$ cat src/rtl/icachePkg.sv
/*
 * Instruction cache package
 * Geometry constants and the storage types shared by the two-way cache
 */
package icachePkg;

    // Number of sets per way
    localparam int numSets = 4;

    // Words held in one cache block
    localparam int blockWords = 4;

    // Set index width
    localparam int setBits = $clog2(numSets);

    // Word offset width inside a block
    localparam int offsetBits = $clog2(blockWords);

    // Tag is what is left of the 30-bit word address
    // after the word offset and the set index
    localparam int tagBits = 30 - offsetBits - setBits;

    // Tag field of an address
    typedef logic [tagBits-1:0] tagT;

    // One tag store entry
    // Cleared valid bit means the way holds nothing
    typedef struct packed {
        logic valid;
        tagT  tag;
    } tagEntryT;

    // One cache block, word 0 in the lowest slot
    typedef logic [blockWords-1:0][31:0] blockT;

endpackage

$ cat src/rtl/icacheArray.sv
/*
 * Cache storage array
 * One entry per set, read combinationally, written whole
 */
`timescale 1ns/100ps

module icacheArray #(
    // Payload kind, tag entries or data blocks
    parameter type entryT = logic [31:0]
) (
    input  logic                         clk,
    input  logic                         rstN,
    input  logic                         we,
    input  logic [icachePkg::setBits-1:0] idx,
    input  entryT                        wData,
    output entryT                        rData
);

    // Storage registers, one per set
    entryT mem [icachePkg::numSets];

    // Reset clears every entry
    // For tag arrays this drops all valid bits
    always_ff @(posedge clk) begin
        if (!rstN) begin
            for (int i = 0; i < icachePkg::numSets; i++) begin
                mem[i] <= '0;
            end
        end else if (we) begin
            // Whole entry replaced on a fill
            mem[idx] <= wData;
        end
    end

    // Asynchronous read for the same-cycle hit path
    assign rData = mem[idx];

endmodule

$ cat src/rtl/icacheLookup.sv
/*
 * Cache lookup
 * Splits the fetch address, checks both ways' tags and picks the hit word
 */
`timescale 1ns/100ps

module icacheLookup (
    input  logic [31:0]                    a,
    input  logic                           enable,
    input  icachePkg::tagEntryT            entry0,
    input  icachePkg::tagEntryT            entry1,
    input  icachePkg::blockT               block0,
    input  icachePkg::blockT               block1,
    output logic [icachePkg::setBits-1:0]  set,
    output icachePkg::tagT                 tag,
    output logic                           hit,
    output logic                           hitWay,
    output logic [31:0]                    rd
);

    // Word offset inside the block
    logic [icachePkg::offsetBits-1:0] offset;

    // Per-way tag match
    logic hit0;
    logic hit1;

    // Address fields
    // Byte offset in a[1:0] is ignored, fetches are word aligned
    assign offset = a[2 +: icachePkg::offsetBits];
    assign set    = a[2 + icachePkg::offsetBits +: icachePkg::setBits];
    assign tag    = a[31 -: icachePkg::tagBits];

    // Valid entry with equal tag
    assign hit0 = entry0.valid && (entry0.tag == tag);
    assign hit1 = entry1.valid && (entry1.tag == tag);

    // Hit is the raw match
    // The controller qualifies it with enable
    assign hit    = hit0 || hit1;
    assign hitWay = hit1;

    // Way mux then word mux
    always_comb begin
        if (hit1) begin
            rd = block1[offset];
        end else begin
            rd = block0[offset];
        end
    end

    // A block lives in one way only
    // Checked only for enabled fetches, the address is don't-care otherwise
    always_comb begin
        if (enable) begin
            assert final (!(hit0 && hit1))
                else $error("icacheLookup: tag hit in both ways for address %h", a);
        end
    end

endmodule

$ cat src/rtl/icacheController.sv
/*
 * Cache miss controller
 * Lookup, refill and fill sequencing with one LRU bit per set
 */
`timescale 1ns/100ps

module icacheController (
    input  logic                          clk,
    input  logic                          rstN,
    input  logic                          enable,
    input  logic                          hit,
    input  logic                          hitWay,
    input  logic [icachePkg::setBits-1:0] set,
    input  logic                          refillDone,
    output logic                          iStall,
    output logic                          startRefill,
    output logic                          fillWay0,
    output logic                          fillWay1
);

    typedef enum logic [1:0] {
        sLookup,
        sRefill,
        sFill
    } stateT;

    stateT state;

    // LRU bit per set names the way to replace next
    logic [icachePkg::numSets-1:0] lru;

    // Way chosen for the block being fetched
    logic victimWay;

    // Enabled fetch that found nothing
    logic miss;

    assign miss = enable && !hit;

    always_ff @(posedge clk) begin
        if (!rstN) begin
            state       <= sLookup;
            lru         <= '0;
            victimWay   <= 1'b0;
            startRefill <= 1'b0;
        end else begin
            // Single-cycle pulse by default
            startRefill <= 1'b0;
            case (state)
                sLookup: begin
                    if (miss) begin
                        // Victim fixed now, hits cannot move it during refill
                        victimWay   <= lru[set];
                        startRefill <= 1'b1;
                        state       <= sRefill;
                    end else if (enable) begin
                        // Hit, the other way becomes least recent
                        lru[set] <= ~hitWay;
                    end
                end
                sRefill: begin
                    // Wait for the last bus word
                    if (refillDone) begin
                        state <= sFill;
                    end
                end
                sFill: begin
                    // Array written at this edge
                    // Fresh block is most recent
                    lru[set] <= ~victimWay;
                    state    <= sLookup;
                end
                default: begin
                    state <= sLookup;
                end
            endcase
        end
    end

    // Write strobes for the victim way
    assign fillWay0 = (state == sFill) && !victimWay;
    assign fillWay1 = (state == sFill) && victimWay;

    // Stall on a lookup miss and for the whole refill
    // An idle core never sees a stall
    assign iStall = enable && ((state != sLookup) || !hit);

    // Held fetch must hit the block just written
    assert property (@(posedge clk) disable iff (!rstN)
        ((state == sFill) && enable) |=> hit)
        else $error("icacheController: no hit after fill");

    // Bus side finishes only what this FSM started
    assert property (@(posedge clk) disable iff (!rstN)
        refillDone |-> (state == sRefill))
        else $error("icacheController: refillDone outside refill");

endmodule

$ cat src/rtl/icacheRefill.sv
/*
 * Cache refill bus master
 * Requests the missing block word by word and assembles it for the arrays
 */
`timescale 1ns/100ps

module icacheRefill (
    input  logic                          clk,
    input  logic                          rstN,
    input  logic                          startRefill,
    input  icachePkg::tagT                tag,
    input  logic [icachePkg::setBits-1:0] set,
    input  logic                          busReady,
    input  logic [31:0]                   hRData,
    output logic                          hRequestF,
    output logic [31:0]                   hAddrF,
    output logic                          refillDone,
    output icachePkg::blockT              fillBlock
);

    // Request in progress
    logic active;

    // Word currently on the bus
    logic [icachePkg::offsetBits-1:0] wordIdx;

    // Block base captured at start
    icachePkg::tagT                baseTag;
    logic [icachePkg::setBits-1:0] baseSet;

    // Word accepted this cycle
    logic accept;
    logic lastWord;

    assign accept   = active && busReady;
    assign lastWord = (wordIdx == icachePkg::offsetBits'(icachePkg::blockWords - 1));

    // Control
    always_ff @(posedge clk) begin
        if (!rstN) begin
            active  <= 1'b0;
            wordIdx <= '0;
        end else if (startRefill) begin
            active  <= 1'b1;
            wordIdx <= '0;
        end else if (accept) begin
            // Counter wraps to zero after the last word
            wordIdx <= wordIdx + 1'b1;
            if (lastWord) begin
                active <= 1'b0;
            end
        end
    end

    // Block base and gathered words
    always_ff @(posedge clk) begin
        if (startRefill) begin
            baseTag <= tag;
            baseSet <= set;
        end
        if (accept) begin
            fillBlock[wordIdx] <= hRData;
        end
    end

    // Word-aligned bus address
    assign hAddrF    = {baseTag, baseSet, wordIdx, 2'b00};
    assign hRequestF = active;

    // Pulse with the last word, block is complete after this edge
    assign refillDone = accept && lastWord;

    // Address held until the slave takes it
    assert property (@(posedge clk) disable iff (!rstN)
        (hRequestF && !busReady) |=> (hRequestF && $stable(hAddrF)))
        else $error("icacheRefill: request changed without busReady");

endmodule

$ cat src/rtl/icacheTop.sv
/*
 * Two-way set-associative instruction cache
 * Fetch side lookup, miss control, bus refill and the tag and data arrays
 */
`timescale 1ns/100ps

module icacheTop (
    input  logic        clk,
    input  logic        rstN,
    input  logic        enable,
    input  logic [31:0] a,
    output logic [31:0] rd,
    output logic        iStall,
    output logic        hRequestF,
    output logic [31:0] hAddrF,
    input  logic [31:0] hRData,
    input  logic        busReady
);

    // Lookup results
    logic [icachePkg::setBits-1:0] set;
    icachePkg::tagT                tag;
    logic                          hit;
    logic                          hitWay;

    // Array read data
    icachePkg::tagEntryT entry0;
    icachePkg::tagEntryT entry1;
    icachePkg::blockT    block0;
    icachePkg::blockT    block1;

    // Miss handshake
    logic startRefill;
    logic refillDone;

    // Fill path
    logic                fillWay0;
    logic                fillWay1;
    icachePkg::blockT    fillBlock;
    icachePkg::tagEntryT fillEntry;

    // New tag entry, address is held during the miss
    assign fillEntry = '{valid: 1'b1, tag: tag};

    icacheLookup iLookup (
        .a      (a),
        .enable (enable),
        .entry0 (entry0),
        .entry1 (entry1),
        .block0 (block0),
        .block1 (block1),
        .set    (set),
        .tag    (tag),
        .hit    (hit),
        .hitWay (hitWay),
        .rd     (rd)
    );

    icacheController iController (
        .clk         (clk),
        .rstN        (rstN),
        .enable      (enable),
        .hit         (hit),
        .hitWay      (hitWay),
        .set         (set),
        .refillDone  (refillDone),
        .iStall      (iStall),
        .startRefill (startRefill),
        .fillWay0    (fillWay0),
        .fillWay1    (fillWay1)
    );

    icacheRefill iRefill (
        .clk         (clk),
        .rstN        (rstN),
        .startRefill (startRefill),
        .tag         (tag),
        .set         (set),
        .busReady    (busReady),
        .hRData      (hRData),
        .hRequestF   (hRequestF),
        .hAddrF      (hAddrF),
        .refillDone  (refillDone),
        .fillBlock   (fillBlock)
    );

    // Way 0 tags and data
    icacheArray #(.entryT(icachePkg::tagEntryT)) iTag0 (
        .clk   (clk),
        .rstN  (rstN),
        .we    (fillWay0),
        .idx   (set),
        .wData (fillEntry),
        .rData (entry0)
    );

    icacheArray #(.entryT(icachePkg::blockT)) iData0 (
        .clk   (clk),
        .rstN  (rstN),
        .we    (fillWay0),
        .idx   (set),
        .wData (fillBlock),
        .rData (block0)
    );

    // Way 1 tags and data
    icacheArray #(.entryT(icachePkg::tagEntryT)) iTag1 (
        .clk   (clk),
        .rstN  (rstN),
        .we    (fillWay1),
        .idx   (set),
        .wData (fillEntry),
        .rData (entry1)
    );

    icacheArray #(.entryT(icachePkg::blockT)) iData1 (
        .clk   (clk),
        .rstN  (rstN),
        .we    (fillWay1),
        .idx   (set),
        .wData (fillBlock),
        .rData (block1)
    );

endmodule

$ cat config.mk
export PLATFORM = sky130hd
export DESIGN_NAME = icacheTop
export DESIGN_NICKNAME = d
export VERILOG_FILES = /design/src/rtl/icachePkg.sv /design/src/rtl/icacheArray.sv /design/src/rtl/icacheLookup.sv /design/src/rtl/icacheController.sv /design/src/rtl/icacheRefill.sv /design/src/rtl/icacheTop.sv
export SDC_FILE = /design/constraint.sdc
export NUM_CORES = 2
export LEC_CHECK = 0
export BUFFER_PORTS_ARGS = -buffer_cell sky130_fd_sc_hd__buf_2
export CAP_MARGIN = 40
export CORE_MARGIN = 2
export CORE_UTILIZATION = 52
export CTS_BUF_LIST = sky130_fd_sc_hd__clkbuf_4
export DETAILED_ROUTE_END_ITERATION = 7
export PLACE_DENSITY_LB_ADDON = 0.3
export SLEW_MARGIN = 40
export SYNTH_ARGS = -nofsm -noshare
export SYNTH_HDL_FRONTEND = slang
export SYNTH_HIERARCHICAL = 1
export SYNTH_SLANG_ARGS = --single-unit
$ cat constraint.sdc
create_clock -name clk -period 17.44 [get_ports clk]
set_input_delay 4.36 -clock clk [delete_from_list [all_inputs] [get_ports clk]]
set_output_delay 4.36 -clock clk [all_outputs]
set_load 0.1 [all_outputs]
; Word level (Yosys, flattened, before mapping)
; Memory sizes are Yosys's and may differ from the RTL's.
; Cells that the tools add are included.
[word_totals]
romBits = 0
word_cells = 106
mem_bits_rw = 1240
latch_bits = 0
mem_count = 4
register_bits = 167
out_inout_bits = 66
input_bits = 68
[memory_table]
columns = memory, depth, width, read_ports, rd_clocked_by_memory_dff, wr, line_no
row1 = iData0.mem, 4, 128, 1, 0, 4, icacheArray.sv:20  ; entryT mem [icachePkg::numSets];
row2 = iData1.mem, 4, 128, 1, 0, 4, icacheArray.sv:20
row3 = iTag0.mem, 4, 27, 1, 0, 4, icacheArray.sv:20
row4 = iTag1.mem, 4, 27, 1, 0, 4, icacheArray.sv:20
[classes]
n_eq_ne = 9
n_shift = 0
n_mux = 43
add_sub_neg = 1
bitwise_logic = 3
div = 0
multipliers = 0
reduce_logical = 29
magnitude_cmp = 5
[ops]
columns = operator, n
row1 = 128-bit two-way mux, 2
row2 = 128-bit OR reduction, 2
row3 = 32-bit binary-select mux with 2-bit select, 2
row4 = 128-bit bitwise mux, 1
row5 = 32-bit two-way mux, 4
row6 = 32-bit demux with 2-bit select, 1
row7 = 27-bit two-way mux, 2
row8 = 27-bit OR reduction, 2
row9 = 26-bit == test, 2
row10 = 1-bit two-way mux, 17
row11 = 2-bit two-way mux, 6
row12 = 1-bit logical AND, 10
row13 = 2-bit by 3-bit less-than comparator with 1-bit output (second input constant), 3
row14 = 4-bit bitwise mux, 2
row15 = 4-bit two-way mux, 2
row16 = 4-bit case mux with 2 select lines, 1
row17 = 2-bit AND reduction, 4
row18 = 2-bit nonzero test, 4
row19 = 2-bit == test (second input constant), 2
row20 = 2-bit by 1-bit >= comparator with 1-bit output (second input constant), 2
row21 = 2-bit by 1-bit != test with 1-bit output (second input constant), 2
row22 = 2-bit != test (second input constant), 2
row23 = 2-bit case mux with 2 select lines, 1
row24 = 1-bit NOT, 3
row25 = 9 further kinds, 11

; Longest topological paths before layout
[logic_depth]
word_depth = 8
ltp_mapped = 12
mapped_depth_nobuf = 9

; By module
; Netlist, hierarchy kept.
[modules_own_cells]
columns = mod, cells_per_inst, area_per_inst_um2, instances, seq_area_each_um2
row1 = icacheArray at iData0 ..., 1389, 21523.1, 2, 15374.7
row2 = icacheArray at iTag0 ..., 300, 4730.8, 2, 3243.1
row3 = icacheRefill, 181, 4922.2, 1, 4744.6
row4 = icacheLookup, 221, 2865.2, 1, 0.0
row5 = icacheController, 41, 412.9, 1, 160.2
row6 = icacheTop, 1, 3.8, 1, 0.0

; Worst setup path after synthesis
; Ideal clock, no wire load.
[synth_path]
path_type = input to register
startpoint = input port a[4]
endpoint = memory iData0/mem[0][0] (netlist name) (enable)
stages = 5
path_slack_ps = 2628
setup_ps = 792
path_buffers = 3
required_time_ps = 16648
arrival_ps = 14020
cell_sequence = buf_4 -> buf_6 -> or2_1 -> buf_2 -> o21ai_0
[synth_lines]
columns = element, line_no
row1 = start: declaration, icacheTop.sv:11  ; input logic [31:0] a,
row2 = end: declaration, icacheArray.sv:20

==> results.sh <==
export IMPL_status="completed"
export IMPL_vias=33900
export IMPL_worstMarginPinSlew_ps=853
export IMPL_layout_commonest_cell="edfxtp_1"
export IMPL_layout_nets=4178
export IMPL_clk_insertion_delay_late_ps=1210
export IMPL_maxCapViolCount=0
export IMPL_grt_setup_unrepaired="false"
export IMPL_area_growth_pct=9.85
export IMPL_final_cell_mix="edfxtp_1 (1396), nor2_1 (896), clkbuf_4 (524)"
export IMPL_cts_setup_buffers=0
export IMPL_max_slew_margin=0.431
export IMPL_critPathMaxFanout=41
export IMPL_max_freq_ghz=0.0792
export IMPL_synth_edf_count=1396
export IMPL_htreeDepth=5
export IMPL_fin_hold_ws_ps=510
export IMPL_drc=0
export IMPL_grt_pass1_wl_um=212000
export IMPL_arrival_ps=8270
export IMPL_gp_congestion=0.739
export IMPL_cp_end_kind="output port"
export IMPL_dr_first_iter_drc_count=3342
export IMPL_r2r_setup_slack_ps=13770
export IMPL_placed_area_um2=62200
export IMPL_p_leak_nw=25.2
export IMPL_syn_area_per_cell_um2=15.9
export IMPL_start_kind="input pin"
export IMPL_final_cell_area_um2=66700
export IMPL_setup_tns_ps=0
export IMPL_path_class="input pin to output port"
export IMPL_cts_tree="done"
export IMPL_skew_ps=68.7
export IMPL_cts_hold_buf=0
export IMPL_fin_crit_ps=12630
export IMPL_routedWlPerCell_um=23.8
export IMPL_hold_class="register to register"
export IMPL_rr_startpoint="iTag1/mem[3][5]"
export IMPL_wirelength_um=140000
export IMPL_setup_ws_ps=4810
export IMPL_clock_sinks=1407
export IMPL_pin_count=134
export IMPL_ys_types=50
export IMPL_coreArea_um2=116000
export IMPL_yosysSeqAreaShare=0.694
export IMPL_detail_route_antenna_nets=0
export IMPL_cts_made_buffers=367
export IMPL_ys_seq_elements=1407
export IMPL_rows=125
export IMPL_cp_required_ps=13080
export IMPL_dpl_worst_slack_ps=4450
export IMPL_async_reset_ff_frac=0
export IMPL_avgViaCountPerCell=5.78
export IMPL_grt_pass1_vias=35400
export IMPL_die_y_um=346
export IMPL_utilization=0.575
export IMPL_synth_area_um2=60700
export IMPL_hold_path_startpoint="iController/victimWay"
export IMPL_finalHoldViolations=0
export IMPL_hpwlAfterDp_um=73300
export IMPL_drv_slew=0
export IMPL_ctsResizeCount=0
export IMPL_finalCritPeriodShare=0.724
export IMPL_synthFlopType="edfxtp_1"
export IMPL_ir_worst_vdd_mv=0.0857
export IMPL_path_clk_slew_ps=60
export IMPL_clockBufferDepth=4
export IMPL_die_w_um=346
export IMPL_antenna_found_initial=26
export IMPL_yosys_warnings=6
export IMPL_grt_usage=0.236
export IMPL_cellPowerDensity_nw_per_um2=106
export IMPL_syn_inst=3822
export IMPL_crit_path_start="a[4]"
export IMPL_setup_violations=0
export IMPL_layout_drive_gt1_share=0.284
export IMPL_reg2reg_depth=9
export IMPL_portBuffers=129
export IMPL_clockRootBuffer="clkbuf_4"
export IMPL_die_area_um2=120000
export IMPL_first_pass_iters=6
export IMPL_grt_max_degree=158
export IMPL_hold_depth=2
export IMPL_reg2reg_to="iController/lru[1]"
export IMPL_holdPathEnd="iController/victimWay"
export IMPL_initial_core_util=0.523
export IMPL_grt_overflow=0
==> cell type report <==
type	instances	area (µm²)
Fill cell	9136	49400
Sequential cell	1407	42100
Multi-Input combinational cell	1808	15600
Clock buffer	524	3930
Tap cell	1524	1910
Timing Repair Buffer	205	1480
Inverter	317	1190
Clock inverter	74	408
Antenna cell	13	32.5
==> synthesized netlist by cell type (15+ instances only) <==
cell	count	share of area
clkbuf_1	53	0.0033
mux4_2	375	0.14
xnor2_1	39	0.0056
nor2_1	896	0.055
buf_6	15	0.0028
nand3_1	316	0.026
buf_2	147	0.012
edfxtp_1	1396	0.69
buf_12	22	0.0073
buf_4	41	0.0051
nor2_4	40	0.0074
nand4_1	16	0.0016
mux2_4	30	0.0074
inv_1	317	0.020
==> stage by stage <==
stage | std cells | total power [mW]
CTS | 5856 | 7.15
finish | 5872 | 7.08
detailed placement | 5258 | 4.46
floorplan | 3824 | 4.34
global route | 5866 | 7.35
global placement | 5256 | 4.45
==> logic make-up (layout without fill, tap and decap cells) <==
kind of cell,Yosys count,count (layout),synth area share
xor gates and xnor gates,52,52,0.00750
muxes,407,407,0.147
AOI/OAI and AO/OA,31,31,0.00340
and+or+nand+nor,1310,1310,0.0954
adders and majority gates,4,4,0.000824
other,2,17,0.000124
DFF,1407,1407,0.694
buffers and inverters,609,1120,0.0517
==> how the worst max path moves through the flow <==
stage / to / slack [ps]
floorplan: iData0/mem[0][0] / 2630
global placement: iStall / 4170
detailed placement: iStall / 4450
CTS: iStall / 4430
global route: iStall / 4510
finish: iStall / 4810
==> power by group <==
| part | switching, mW | internal, mW | leakage (nW) |
|---|---|---|---|
| logic | 0.370 | 0.175 | 8.32 |
| clock network | 1.27 | 1.43 | 2.60 |
| registers | 0.0269 | 3.81 | 14.3 |
| total | 1.67 | 5.41 | 25.2 |
==> worst max-delay path, stage by stage <==
cell,delay [ps]
buf_8,340
buf_6,560
mux4_2,590
xnor2_1,250
nand4_1,130
or4_1,600
nor4_2,620
a41o_1,310
a21boi_0,120
buf_2,310
==> layer usage <==
layer | vias to the layer above | GRT usage | share of wire
li1 | 14800 | - | -
met1 | 17200 | 0.320 | 0.39
met2 | 1583 | 0.389 | 0.50
met3 | 231 | 0.0474 | 0.093
met4 | 10 | 0.0733 | 0.017
met5 | - | 0 | 0.00053
==> sequential cells by signal, indices dropped and copies added, names as in the netlist, 2 cells and up <==
| register | count |
|---|---|
| iTag1/mem | 108 |
| iRefill/fillBlock | 128 |
| iController/lru | 4 |
| iData1/mem | 512 |
| iController/state | 2 |
| iTag0/mem | 108 |
| iData0/mem | 512 |
| iRefill/wordIdx | 2 |
| iRefill/baseSet | 2 |
| iRefill/baseTag | 26 |
(Power assumes the default switching activity.)
